$ cat src/uart_pkg.sv
package uart_pkg;

    // widths that carry a meaning across the design
    localparam int unsigned ascii_width = 8;
    localparam int unsigned frame_width = 10;
    localparam int unsigned count_width = 4;
    localparam int unsigned seg7_width  = 7;

    // one character as it enters the transmitter
    typedef logic [ascii_width-1:0] ascii_t;

    // whole frame held in the shift register, bit 0 goes out first
    typedef logic [frame_width-1:0] frame_t;

    // bits already sent in the current frame
    typedef logic [count_width-1:0] bit_count_t;

    // active-low segment pattern, bit order gfedcba
    typedef logic [seg7_width-1:0] seg7_t;

    // frame layout
    localparam int unsigned frame_bits = 10;
    localparam logic        start_bit  = 1'b0;
    localparam logic        stop_bit   = 1'b1;
    // line level between frames
    localparam logic        idle_level = 1'b1;

    // control states; the code is also shown on the debug display
    typedef enum logic [3:0] {
        inicial     = 4'h0,
        preparacao  = 4'h1,
        espera      = 4'h2,
        transmissao = 4'h3,
        final_tx    = 4'hF
    } uart_state_t;

endpackage

$ cat src/contador_m.sv
`timescale 1ns/10ps

module contador_m #(
    parameter int M = 434,
    parameter int N = 9
) (
    input  logic         clock,
    input  logic         arst_n,
    input  logic         zera_s,
    output logic [N-1:0] q,
    output logic         fim
);

    // last value before the wrap
    localparam logic [N-1:0] last_count = N'(M - 1);

    always_ff @(posedge clock or negedge arst_n) begin
        if (!arst_n) begin
            q <= '0;
        end else if (zera_s) begin
            q <= '0;
        end else if (q == last_count) begin
            q <= '0;
        end else begin
            q <= q + 1'b1;
        end
    end

    // one strobe per period, during the last count
    assign fim = (q == last_count);

    // the wrap must keep the count inside 0..M-1
    a_q_below_m: assert property (
        @(posedge clock) disable iff (!arst_n)
        q < M
    ) else $error("contador_m: count reached %0d with M = %0d", q, M);

endmodule

$ cat src/hexa7seg.sv
`timescale 1ns/10ps

module hexa7seg (
    input  logic [3:0]     codigo,
    output uart_pkg::seg7_t display
);

    // active low, segments gfedcba
    always_comb begin
        case (codigo)
            4'h0: display = 7'b1000000;
            4'h1: display = 7'b1111001;
            4'h2: display = 7'b0100100;
            4'h3: display = 7'b0110000;
            4'h4: display = 7'b0011001;
            4'h5: display = 7'b0010010;
            4'h6: display = 7'b0000010;
            4'h7: display = 7'b1111000;
            4'h8: display = 7'b0000000;
            4'h9: display = 7'b0010000;
            // letters A b C d E F
            4'hA: display = 7'b0001000;
            4'hB: display = 7'b0000011;
            4'hC: display = 7'b1000110;
            4'hD: display = 7'b0100001;
            4'hE: display = 7'b0000110;
            4'hF: display = 7'b0001110;
            default: display = 7'b1111111;
        endcase
    end

endmodule

$ cat src/uart.sv
`timescale 1ns/10ps

module uart #(
    // tick period in clocks: 434 = 50 MHz / 115200 baud
    parameter int M = 434,
    parameter int N = 9
) (
    input  logic            clock,
    input  logic            arst_n,
    input  logic            partida,
    input  uart_pkg::ascii_t dados_ascii,
    output logic            saida_serial,
    output logic            pronto,
    output logic            db_tick,
    output logic            db_partida,
    output logic            db_saida_serial,
    output uart_pkg::seg7_t  db_estado
);

    import uart_pkg::*;

    logic        s_zera;
    logic        s_carrega;
    logic        s_desloca;
    logic        s_conta;
    logic        s_tick;
    logic        s_fim;
    logic        s_saida_serial;
    uart_state_t s_estado;

    // datapath
    uart_fd U1_FD (
        .clock        (clock),
        .arst_n       (arst_n),
        .zera         (s_zera),
        .carrega      (s_carrega),
        .desloca      (s_desloca),
        .conta        (s_conta),
        .dados_ascii  (dados_ascii),
        .saida_serial (s_saida_serial),
        .fim          (s_fim)
    );

    // control unit
    uart_uc U2_UC (
        .clock   (clock),
        .arst_n  (arst_n),
        .partida (partida),
        .tick    (s_tick),
        .fim     (s_fim),
        .zera    (s_zera),
        .carrega (s_carrega),
        .desloca (s_desloca),
        .conta   (s_conta),
        .pronto  (pronto),
        .estado  (s_estado)
    );

    // baud tick, restarted with each frame load
    contador_m #(
        .M (M),
        .N (N)
    ) U3_TICK (
        .clock  (clock),
        .arst_n (arst_n),
        .zera_s (s_zera),
        .q      (),
        .fim    (s_tick)
    );

    // state code on the debug display
    hexa7seg U4_HEX (
        .codigo  (s_estado),
        .display (db_estado)
    );

    assign saida_serial = s_saida_serial;

    // debug copies
    assign db_tick         = s_tick;
    assign db_partida      = partida;
    assign db_saida_serial = s_saida_serial;

endmodule

$ cat src/uart_fd.sv
`timescale 1ns/10ps

module uart_fd (
    input  logic            clock,
    input  logic            arst_n,
    input  logic            zera,
    input  logic            carrega,
    input  logic            desloca,
    input  logic            conta,
    input  uart_pkg::ascii_t dados_ascii,
    output logic            saida_serial,
    output logic            fim
);

    import uart_pkg::*;

    frame_t     frame;
    bit_count_t bit_count;
    bit_count_t bit_count_next;

    // frame shift register, idles at the line level
    always_ff @(posedge clock or negedge arst_n) begin
        if (!arst_n) begin
            frame <= {frame_width{idle_level}};
        end else if (carrega) begin
            frame <= {stop_bit, dados_ascii, start_bit};
        end else if (desloca) begin
            // shift right, refill with idle so the line stays high after the stop bit
            frame <= {idle_level, frame[frame_width-1:1]};
        end
    end

    assign saida_serial = frame[0];

    // bits sent so far
    always_comb begin
        if (zera) begin
            bit_count_next = '0;
        end else if (conta) begin
            bit_count_next = bit_count + 1'b1;
        end else begin
            bit_count_next = bit_count;
        end
    end

    always_ff @(posedge clock or negedge arst_n) begin
        if (!arst_n) begin
            bit_count <= '0;
        end else begin
            bit_count <= bit_count_next;
        end
    end

    // looks at the count after this cycle, so the shift that
    // completes the frame already sees fim and the level holds after it
    assign fim = (bit_count_next == count_width'(frame_bits));

    // control unit must never load and shift in the same cycle
    a_load_or_shift: assert property (
        @(posedge clock) disable iff (!arst_n)
        !(carrega && desloca)
    ) else $error("uart_fd: carrega and desloca high together");

endmodule

$ cat src/uart_uc.sv
`timescale 1ns/10ps

module uart_uc (
    input  logic                 clock,
    input  logic                 arst_n,
    input  logic                 partida,
    input  logic                 tick,
    input  logic                 fim,
    output logic                 zera,
    output logic                 carrega,
    output logic                 desloca,
    output logic                 conta,
    output logic                 pronto,
    output uart_pkg::uart_state_t estado
);

    import uart_pkg::*;

    uart_state_t state;
    uart_state_t state_next;

    always_ff @(posedge clock or negedge arst_n) begin
        if (!arst_n) begin
            state <= inicial;
        end else begin
            state <= state_next;
        end
    end

    // next state
    always_comb begin
        state_next = state;
        case (state)
            inicial: begin
                // partida only counts while idle
                if (partida) begin
                    state_next = preparacao;
                end
            end
            preparacao: begin
                state_next = espera;
            end
            espera: begin
                if (tick) begin
                    state_next = transmissao;
                end
            end
            transmissao: begin
                if (fim) begin
                    state_next = final_tx;
                end else begin
                    state_next = espera;
                end
            end
            final_tx: begin
                state_next = inicial;
            end
            default: begin
                state_next = inicial;
            end
        endcase
    end

    // Moore outputs, from the state alone
    always_comb begin
        zera    = 1'b0;
        carrega = 1'b0;
        desloca = 1'b0;
        conta   = 1'b0;
        pronto  = 1'b0;
        case (state)
            preparacao: begin
                // load the frame and restart both counters together
                zera    = 1'b1;
                carrega = 1'b1;
            end
            transmissao: begin
                desloca = 1'b1;
                conta   = 1'b1;
            end
            final_tx: begin
                pronto = 1'b1;
            end
            default: begin
                zera = 1'b0;
            end
        endcase
    end

    assign estado = state;

    // end of frame is a single-cycle pulse
    a_pronto_pulse: assert property (
        @(posedge clock) disable iff (!arst_n)
        pronto |=> !pronto
    ) else $error("uart_uc: pronto held for more than one cycle");

endmodule
$ cat config.mk
export PLATFORM = sky130hd
export DESIGN_NAME = uart
export DESIGN_NICKNAME = d
export VERILOG_FILES = /design/src/uart_pkg.sv /design/src/contador_m.sv /design/src/hexa7seg.sv /design/src/uart.sv /design/src/uart_fd.sv /design/src/uart_uc.sv
export SDC_FILE = /design/constraint.sdc
export NUM_CORES = 1
export LEC_CHECK = 0
export ABC_AREA = 1
export BUFFER_PORTS_ARGS = -buffer_cell sky130_fd_sc_hd__buf_2
export CORE_ASPECT_RATIO = 1.1
export CORE_UTILIZATION = 51
export DETAILED_ROUTE_END_ITERATION = 7
export GPL_TIMING_DRIVEN = 0
export PLACE_DENSITY = 0.74
export SYNTH_ARGS = -nofsm -noshare
export SYNTH_HDL_FRONTEND = slang
export SYNTH_SLANG_ARGS = --single-unit
$ cat constraint.sdc
create_clock -name clock -period 3.61 [get_ports clock]
set_input_delay 0.1805 -clock clock [delete_from_list [all_inputs] [get_ports clock]]
set_output_delay 0.1805 -clock clock [all_outputs]
set_load 0.05 [all_outputs]
After elaboration in Yosys (flattened, before gate mapping)
Memories as Yosys holds them, arrays and structs flattened.
Cells that the tools add are included.

cells by class
  add/subtract/negate cells = 2
  multipliers = 0
  div/mod/pow operators = 0
  $lt $le $gt $ge = 0
  equality and inequality tests = 8
  shifts and indexed selects = 0
  mux-type cells = 13
  bitwise operators = 0
  reduce and logical (&&, ||, !) cells = 3

operator list
  kind                                           count
  2-to-1 mux 10 bit                              2
  2-to-1 mux 4 bit                               5
  2-to-1 mux 9 bit                               2
  case mux 4 bit (4 select lines)                1
  adder 9 x 1 -> 9 bit, second input constant    1
  == test 9 bit, second input constant           1
  == test 4 x 2 -> 1 bit, second input constant  2
  == test 4 bit, second input constant           2
  adder 4 x 1 -> 4 bit, second input constant    1
  == test 4 x 1 -> 1 bit, second input constant  1
  logical NOT 4 bit                              1
  inequality test 2 bit, second input constant   2
  2-to-1 mux 1 bit                               3
  AND reduction 2 bit                            1
  nonzero test 2 bit                             1

storage, ports and cells
  register bits after elaboration = 27
  latch bits = 0
  memory bits (writable) = 0
  ROM bits = 112
  output and inout port bits = 12
  word-level logic and storage cells = 31
  memories = 1

memories
  memory            words  bits a word  read ports  clocked after Yosys merged registers in  wr ports  line            source
  (name not given)  16     7            1           0                                        0         hexa7seg.sv:10  case (codigo)

Longest topological paths before layout
Gate-level depths: netlist of the first run.

  word-level depth = 7
  depth in mapped cells = 10
  gate-level depth less buffers = 10

By module
Synthesis of the first run repeated with hierarchy kept, for this count alone.

second synthesis, totals
  cells, all modules = 215
  area, all modules = 1,615.3 sq um

modules (own cells, without submodules)
  module      times used  cells each  area an instance (sq um)  seq. area each (sq um)
  uart_fd     1           77          664.4                     336.6
  contador_m  1           62          484.2                     225.2
  hexa7seg    1           51          275.3                     0.0
  uart_uc     1           23          176.4                     75.1
  uart        1           2           15.0                      0.0

Worst setup path after synthesis of the first run
No wires, ideal clock.

  path kind = register to output
  start point = reg U2_UC.state[1] (netlist: U2_UC.estado[1])
  end point = out db_estado[2]
  arrival = 1,798 ps
  required time = 3,429 ps
  slack = 1,631 ps
  stages on the path, launching flop included = 4
  buffers on the path = 0
  cell sequence = dfrtp_1 -> inv_1 -> ha_1 -> o21ai_0

between the ends
  word-level cells in the longest chain between the ends = 1

RTL lines
  what                      line           source
  from (decl)               uart_uc.sv:19  uart_state_t state;
  from (signal assigned)    uart_uc.sv:24  state <= inicial;
  from (signal assigned)    uart_uc.sv:26  state <= state_next;
  memory read (16 x 7 bit)  -
  to (decl)                 uart.sv:17     output uart_pkg::seg7_t db_estado

No other way between the ends.

Worst setup path in the final report of the first run
  start point = reg U2_UC.state[1] (netlist: U2_UC.estado[1])
  end point = out db_estado[3]

Same word-level chain as after synthesis.

==> results of run 1 <==
==> area by class of cell <==
cell class / instances / area share
plain buffers: 5 / 0.0228
well taps: 31 / 0.0252
inverters: 31 / 0.0757
flip-flops and latches: 25 / 0.414
multi-input cells: 110 / 0.366
clock buffers: 4 / 0.0171
repair buffers: 23 / 0.0782
==> synthesized netlist by cell type, drive strengths merged <==
cell	number	area (µm²)
nand3	4	25.0
dfrtp	16	400
o31ai	1	7.51
nor2	28	108
dfstp	9	236
nor3	3	15.0
o21ai	26	130
ha	7	87.6
clkbuf	1	3.75
xnor2	1	8.76
inv	31	116
a21oi	7	35.0
nand4	3	18.8
nand2	30	128
buf	4	31.3
==> layout by cell type (no fill, tap or decap), types with 7 or more instances in the layout <==
| master | count |
|---|---|
| buf_2 | 23 |
| a21oi_1 | 7 |
| ha_1 | 7 |
| o21ai_0 | 26 |
| nor2_1 | 27 |
| dfrtp_1 | 16 |
| nand2_1 | 28 |
| dfstp_2 | 9 |
| inv_1 | 29 |
==> logic make-up after synthesis <==
kind of cell    Yosys count  synth area share
simple gates             68             0.218
buf+inv                  36             0.112
compound gates           34             0.128
flops                    25             0.471
fa+ha+maj                 7            0.0648
xor+xnor                  1           0.00648
==> per-stage QoR <==
step | hold slack (ns) | setup slack (ns)
5_1_grt | 0.0894 | 1.53
4_1_cts | 0.0946 | 1.63
6_report | 0.101 | 1.63
3_5_place_dp | 0.190 | 1.94
3_3_place_gp | 0.197 | 2.01
2_1_floorplan | -0.115 | 1.63
==> worst min path at each step <==
stage | slack (ns) | to | cells past startpoint | from
2_1_floorplan | -0.12 | U1_FD.bit_count[0]$_DFF_PN0_ | 0 | arst_n
3_3_place_gp | 0.20 | U3_TICK.q[2]$_DFF_PN0_ | 1 | arst_n
5_1_grt | 0.09 | U1_FD.frame[8]$_DFFE_PN1P_ | 3 | dados_ascii[7]
3_5_place_dp | 0.19 | U3_TICK.q[2]$_DFF_PN0_ | 1 | arst_n
6_report | 0.10 | U1_FD.frame[8]$_DFFE_PN1P_ | 3 | dados_ascii[7]
4_1_cts | 0.09 | U1_FD.frame[8]$_DFFE_PN1P_ | 3 | dados_ascii[7]
==> registers in the layout, summed over array words and instances, names as in the netlist <==
| name | flops |
|---|---|
| U3_TICK.q | 9 |
| U1_FD.frame | 9 |
| U1_FD.bit_count | 4 |
| U2_UC.estado | 3 |
==> routing by layer <==
layer  track usage  wire, µm
met2         0.361      1310
met5             0         0
met4        0.0595        21
met1         0.241      1100
met3        0.0164        53
==> where the power goes <==
group	leakage (nW)	total, mW	internal (mW)	switching (mW)
Combinational	0.573	0.0151	0.00583	0.00925
Clock	0.0150	0.118	0.0430	0.0752
Sequential	0.298	0.282	0.282	0.000162
Total	0.886	0.415	0.330	0.0846
==> worst reg2reg max path, stage by stage (launching register included) <==
cell,delay (ns)
dfrtp_1,0.45
ha_1,0.28
inv_1,0.06
nor2_1,0.25
inv_1,0.21
o21ai_0,0.19
o21ai_0,0.11
o21ai_0,0.08
==> impl_metrics.ini, run 1 <==
[hold_path]
hold_path.class = input port to flop

[clock_tree]
cts.clk_slew.worst_paths_ns = 0.12
holdBufCountCts = 1
cts_setup_buffers = 0
clock-root-buffer = clkbuf_4
cts_buffers = 3
cts.sinks = 25
clk-insertion-delay-late_ns = 0.30
cts.htree.levels = 1
post_cts_resize_count = 0
cts_tree = built
cts_buffer_depth = 2

[die]
core_um2 = 2500
die_w_um = 51.1
ios = 23
num_rows = 19
die_y_um = 56.0
initial_utilization = 0.541
fp.dieArea_um2 = 2860

[global_route]
gr-total-overflow = 0
antenna_found_initial = 0
grt_pass1_wl_mm = 4.33
first_global_vias = 1055
grt_util_all_layers = 0.198
grt_max_degree = 26

[route]
routedWlPerCell_um = 10.8
dr_total_vias = 1158
postRouteAntennaNets = 0
drt_iter0_drc = 21
firstDrtPassIters = 4
post-route-drc-count = 0
drt_wl_total_mm = 2.48
routed_via_density = 5.06

[run]
cap_violations = 0

[timing]
fin_setup_tns_ns = 0
finalCritPeriodShare = 0.548
hold_violations = 0
worst_pin_slew_ns = 0.539
drv_slew = 0
fmax_mhz = 505
fin_skew_ns = 0.00116
grt_setup_unrepaired = no
setup_violations = 0
slew_headroom = 0.641
fin_crit_ns = 1.98

[worst_setup_path]
cp.arrival_ns = 1.80
critPathSlowestCell = dfrtp_1
critPathTopFamily = buffers and inverters
r2r-start = U2_UC.estado[0]$_DFFE_PN0P_
worst_ep_required_time_ns = 3.43
worstSetupEndpointType = output port
crit_end = db_estado[3]
path_cells = inv_1, ha_1, nand2_4, buf_2, nand2_1, buf_2
r2r_cells = 7
r2r_end = U1_FD.frame[1]$_DFFE_PN1P_
cp_slowest_stage_delay_ns = 0.43
path_depth = 6
crit_path_frequent_cell = buf_2
path_class = flop to output port
path_max_fanout = 10
path_buf_inv = 3
cp-start-kind = flop
crit_start = U2_UC.estado[1]$_DFFE_PN0P_
rrSetupSlack_ns = 1.92

[synthesis]
syn_nets = 189
syn_inst = 171
ys_seq_area_frac = 0.471
avgSynthCellArea_um2 = 7.90
synth_area_um2 = 1350
yosys_warnings = 0
synth-seq-cells = 25
yosysUniqueCellTypes = 21

[finish]
multiInputGateArea_um2 = 563
stdcell_count = 229
area_growth_pct = 13.7
antenna_cells = 0
nets = 217
drive_gt1_frac = 0.222
fin_util = 0.616
seqCellArea_um2 = 637
stdcell_area_um2 = 1540
nFillCells = 235

[power_and_ir_drop]
power_density_nw_per_um2 = 270
total_power_uw = 415
total_leakage_power_nw = 0.886
ir_drop_mv = 0.271

[place]
detailed_place_hpwl_mm = 1.93
postPlaceCellArea_um2 = 1500
placed_cells = 224
port_buffers = 22
gp_congestion = 0.777

[status]
status = finished, final reports clean
(Power assumes the default switching activity.)
==> run 2: changes to the inputs <==
--- a/config.mk
+++ b/config.mk
@@ -8,7 +8,7 @@
 export ABC_AREA = 1
 export BUFFER_PORTS_ARGS = -buffer_cell sky130_fd_sc_hd__buf_2
 export CORE_ASPECT_RATIO = 1.1
-export CORE_UTILIZATION = 51
+export CORE_UTILIZATION = 49
 export DETAILED_ROUTE_END_ITERATION = 7
 export GPL_TIMING_DRIVEN = 0
 export PLACE_DENSITY = 0.74
==> constraint.sdc (replaced) <==
create_clock -name clock -period 1.7 [get_ports clock]
set_input_delay 0.085 -clock clock [delete_from_list [all_inputs] [get_ports clock]]
set_output_delay 0.085 -clock clock [all_outputs]
set_load 0.05 [all_outputs]
==> impl_metrics.ini, run 2 (synthesis gave the netlist of run 1 again) <==
[worst_setup_path]
worstSetupEndpointType = output port
critPathSlowestCell = dfrtp_2
path_buf_inv = 2
path_depth = 5
r2r_end = U1_FD.frame[1]$_DFFE_PN1P_
worst_ep_required_time_ns = 1.62
path_cells = inv_1, ha_1, nand2_1, o21ai_1, buf_2
cp_slowest_stage_delay_ns = 0.49
r2r_cells = 7
path_class = flop to output port
r2r-start = U2_UC.estado[0]$_DFFE_PN0P_
cp-start-kind = flop
path_max_fanout = 5
crit_start = U2_UC.estado[0]$_DFFE_PN0P_
rrSetupSlack_ns = 0.17
cp.arrival_ns = 1.52
critPathTopFamily = flip-flops

[timing]
fmax_mhz = 624
fin_crit_ns = 1.60
worst_pin_slew_ns = 0.545
drv_slew = 0
setup_ws_ns = 0.0965
fin_setup_tns_ns = 0
setup_violations = 0
grt_setup_unrepaired = no
slew_headroom = 0.637
hold_violations = 0
finalCritPeriodShare = 0.943
fin_skew_ns = 0.0103

[die]
initial_utilization = 0.526
num_rows = 19
fp.dieArea_um2 = 2970
core_um2 = 2570
die_y_um = 57.1
ios = 23
die_w_um = 52.1

[route]
wl_met3_um = 85
routedWlPerCell_um = 11.6
routed_via_density = 5.09
wl_met2_mm = 1.37
drt-met1-wl_mm = 1.25
dr_total_vias = 1195
drt_iter0_drc = 23
drt_wl_total_mm = 2.73
top_layer = met4
firstDrtPassIters = 4
post-route-drc-count = 0
postRouteAntennaNets = 0

[global_route]
first_global_vias = 1105
grt_pass1_wl_mm = 4.66
grt_util_all_layers = 0.206
grt_max_degree = 26
antenna_found_initial = 0
gr-total-overflow = 0

[place]
pre_cts_slack_ns = 0.0244
postPlaceCellArea_um2 = 1500
gp_congestion = 0.824
port_buffers = 22
detailed_place_hpwl_mm = 1.92

[hold_path]
holdPathStages = 3
min_to = U1_FD.frame[6]$_DFFE_PN1P_
hold_path.class = input port to flop
min_from = dados_ascii[5]

[finish]
nets = 223
area_growth_pct = 21.0
layout_commonest_cell = nand2_1
drive_gt1_frac = 0.265
top_regs = U1_FD.frame: 9 flops, U3_TICK.q: 9 flops, U1_FD.bit_count: 4 flops
final_cell_mix = nand2_1, inv_1, nor2_1, o21ai_0, buf_2
antenna_cells = 0
nFillCells = 221
stdcell_area_um2 = 1640

[clock_tree]
clk-insertion-delay-late_ns = 0.32
clock-root-buffer = clkbuf_4
cts_buffers = 3
cts.clk_slew.worst_paths_ns = 0.15
cts.sinks = 25
cts_buffer_depth = 2
cts_tree = built
cts.htree.levels = 1

[run]
cap_violations = 0

[power_and_ir_drop]
power_density_nw_per_um2 = 556
ir_drop_mv = 0.320
total_leakage_power_nw = 0.906

[status]
status = finished, final reports clean
[run 2: changes by cell type in the layout (fill, tap and decap cells not counted), sizes merged]
cell / change
buf: +1
clkinvlp: +1
dlygate4sd3: +4
[run 2: tightest hold or removal path: cells and delay by family]
| family | cells | cell delay [ns] |
|---|---|---|
| AO/OA/AOI/OAI | 2 | 0.14 |
| buffers and inverters | 1 | 0.07 |
[run 2: layout make-up]
type                            instances  area, µm²  area share
Buffer                                  5       41.3      0.0252
Clock buffer                            3       22.5      0.0138
Clock inverter                          1       7.51     0.00459
Inverter                               31        119      0.0727
Multi-Input combinational cell        110        581       0.355
Sequential cell                        25        639       0.391
Tap cell                               31       38.8      0.0237
Timing Repair Buffer                   29        186       0.114
[run 2: what timing repair did]
| item | CTS | global route |
|---|---|---|
| hold endpoints to repair | 20 | 0 |
| resized for setup | 6 | 10 |
| hold buffers | 5 | 0 |
| setup endpoints to repair | 3 | 12 |
| pin swaps | 0 | 1 |
| setup buffers | 0 | 2 |
| gates cloned | 0 | 0 |
[run 2: report_power, final]
group | leakage [nW] | internal, mW | switching, mW
sequential | 0.296 | 0.598 | 0.000308
clock | 0.0139 | 0.0898 | 0.182
combinational | 0.595 | 0.0184 | 0.0211
[run 2: metrics by stage]
| step | utilization | hold WS (ns) | power [mW] | instances |
|---|---|---|---|---|
| finish | 0.637 | 0.00857 | 0.910 | 235 |
| global route | 0.637 | 0.00385 | 0.946 | 235 |
| CTS | 0.623 | 0.000395 | 0.925 | 233 |
| detailed placement | 0.584 | 0.107 | 0.640 | 224 |
| global placement | 0.584 | 0.0998 | 0.640 | 224 |
| floorplan | - | -0.211 | 0.617 | 171 |
[run 2: layer usage]
metal	global-route usage	vias to the layer above
met5	0	-
met1	0.259	569
met2	0.366	25
li1	-	599
met4	0.0579	0
met3	0.0240	2
[run 2: worst max-delay path by stage]
stage                                       endpoint
after floorplan                         db_estado[5]
after global placement    U1_FD.frame[1]$_DFFE_PN1P_
after detailed placement  U1_FD.frame[2]$_DFFE_PN1P_
after CTS                 U1_FD.frame[1]$_DFFE_PN1P_
after global routing                    db_estado[6]
final                                   db_estado[2]
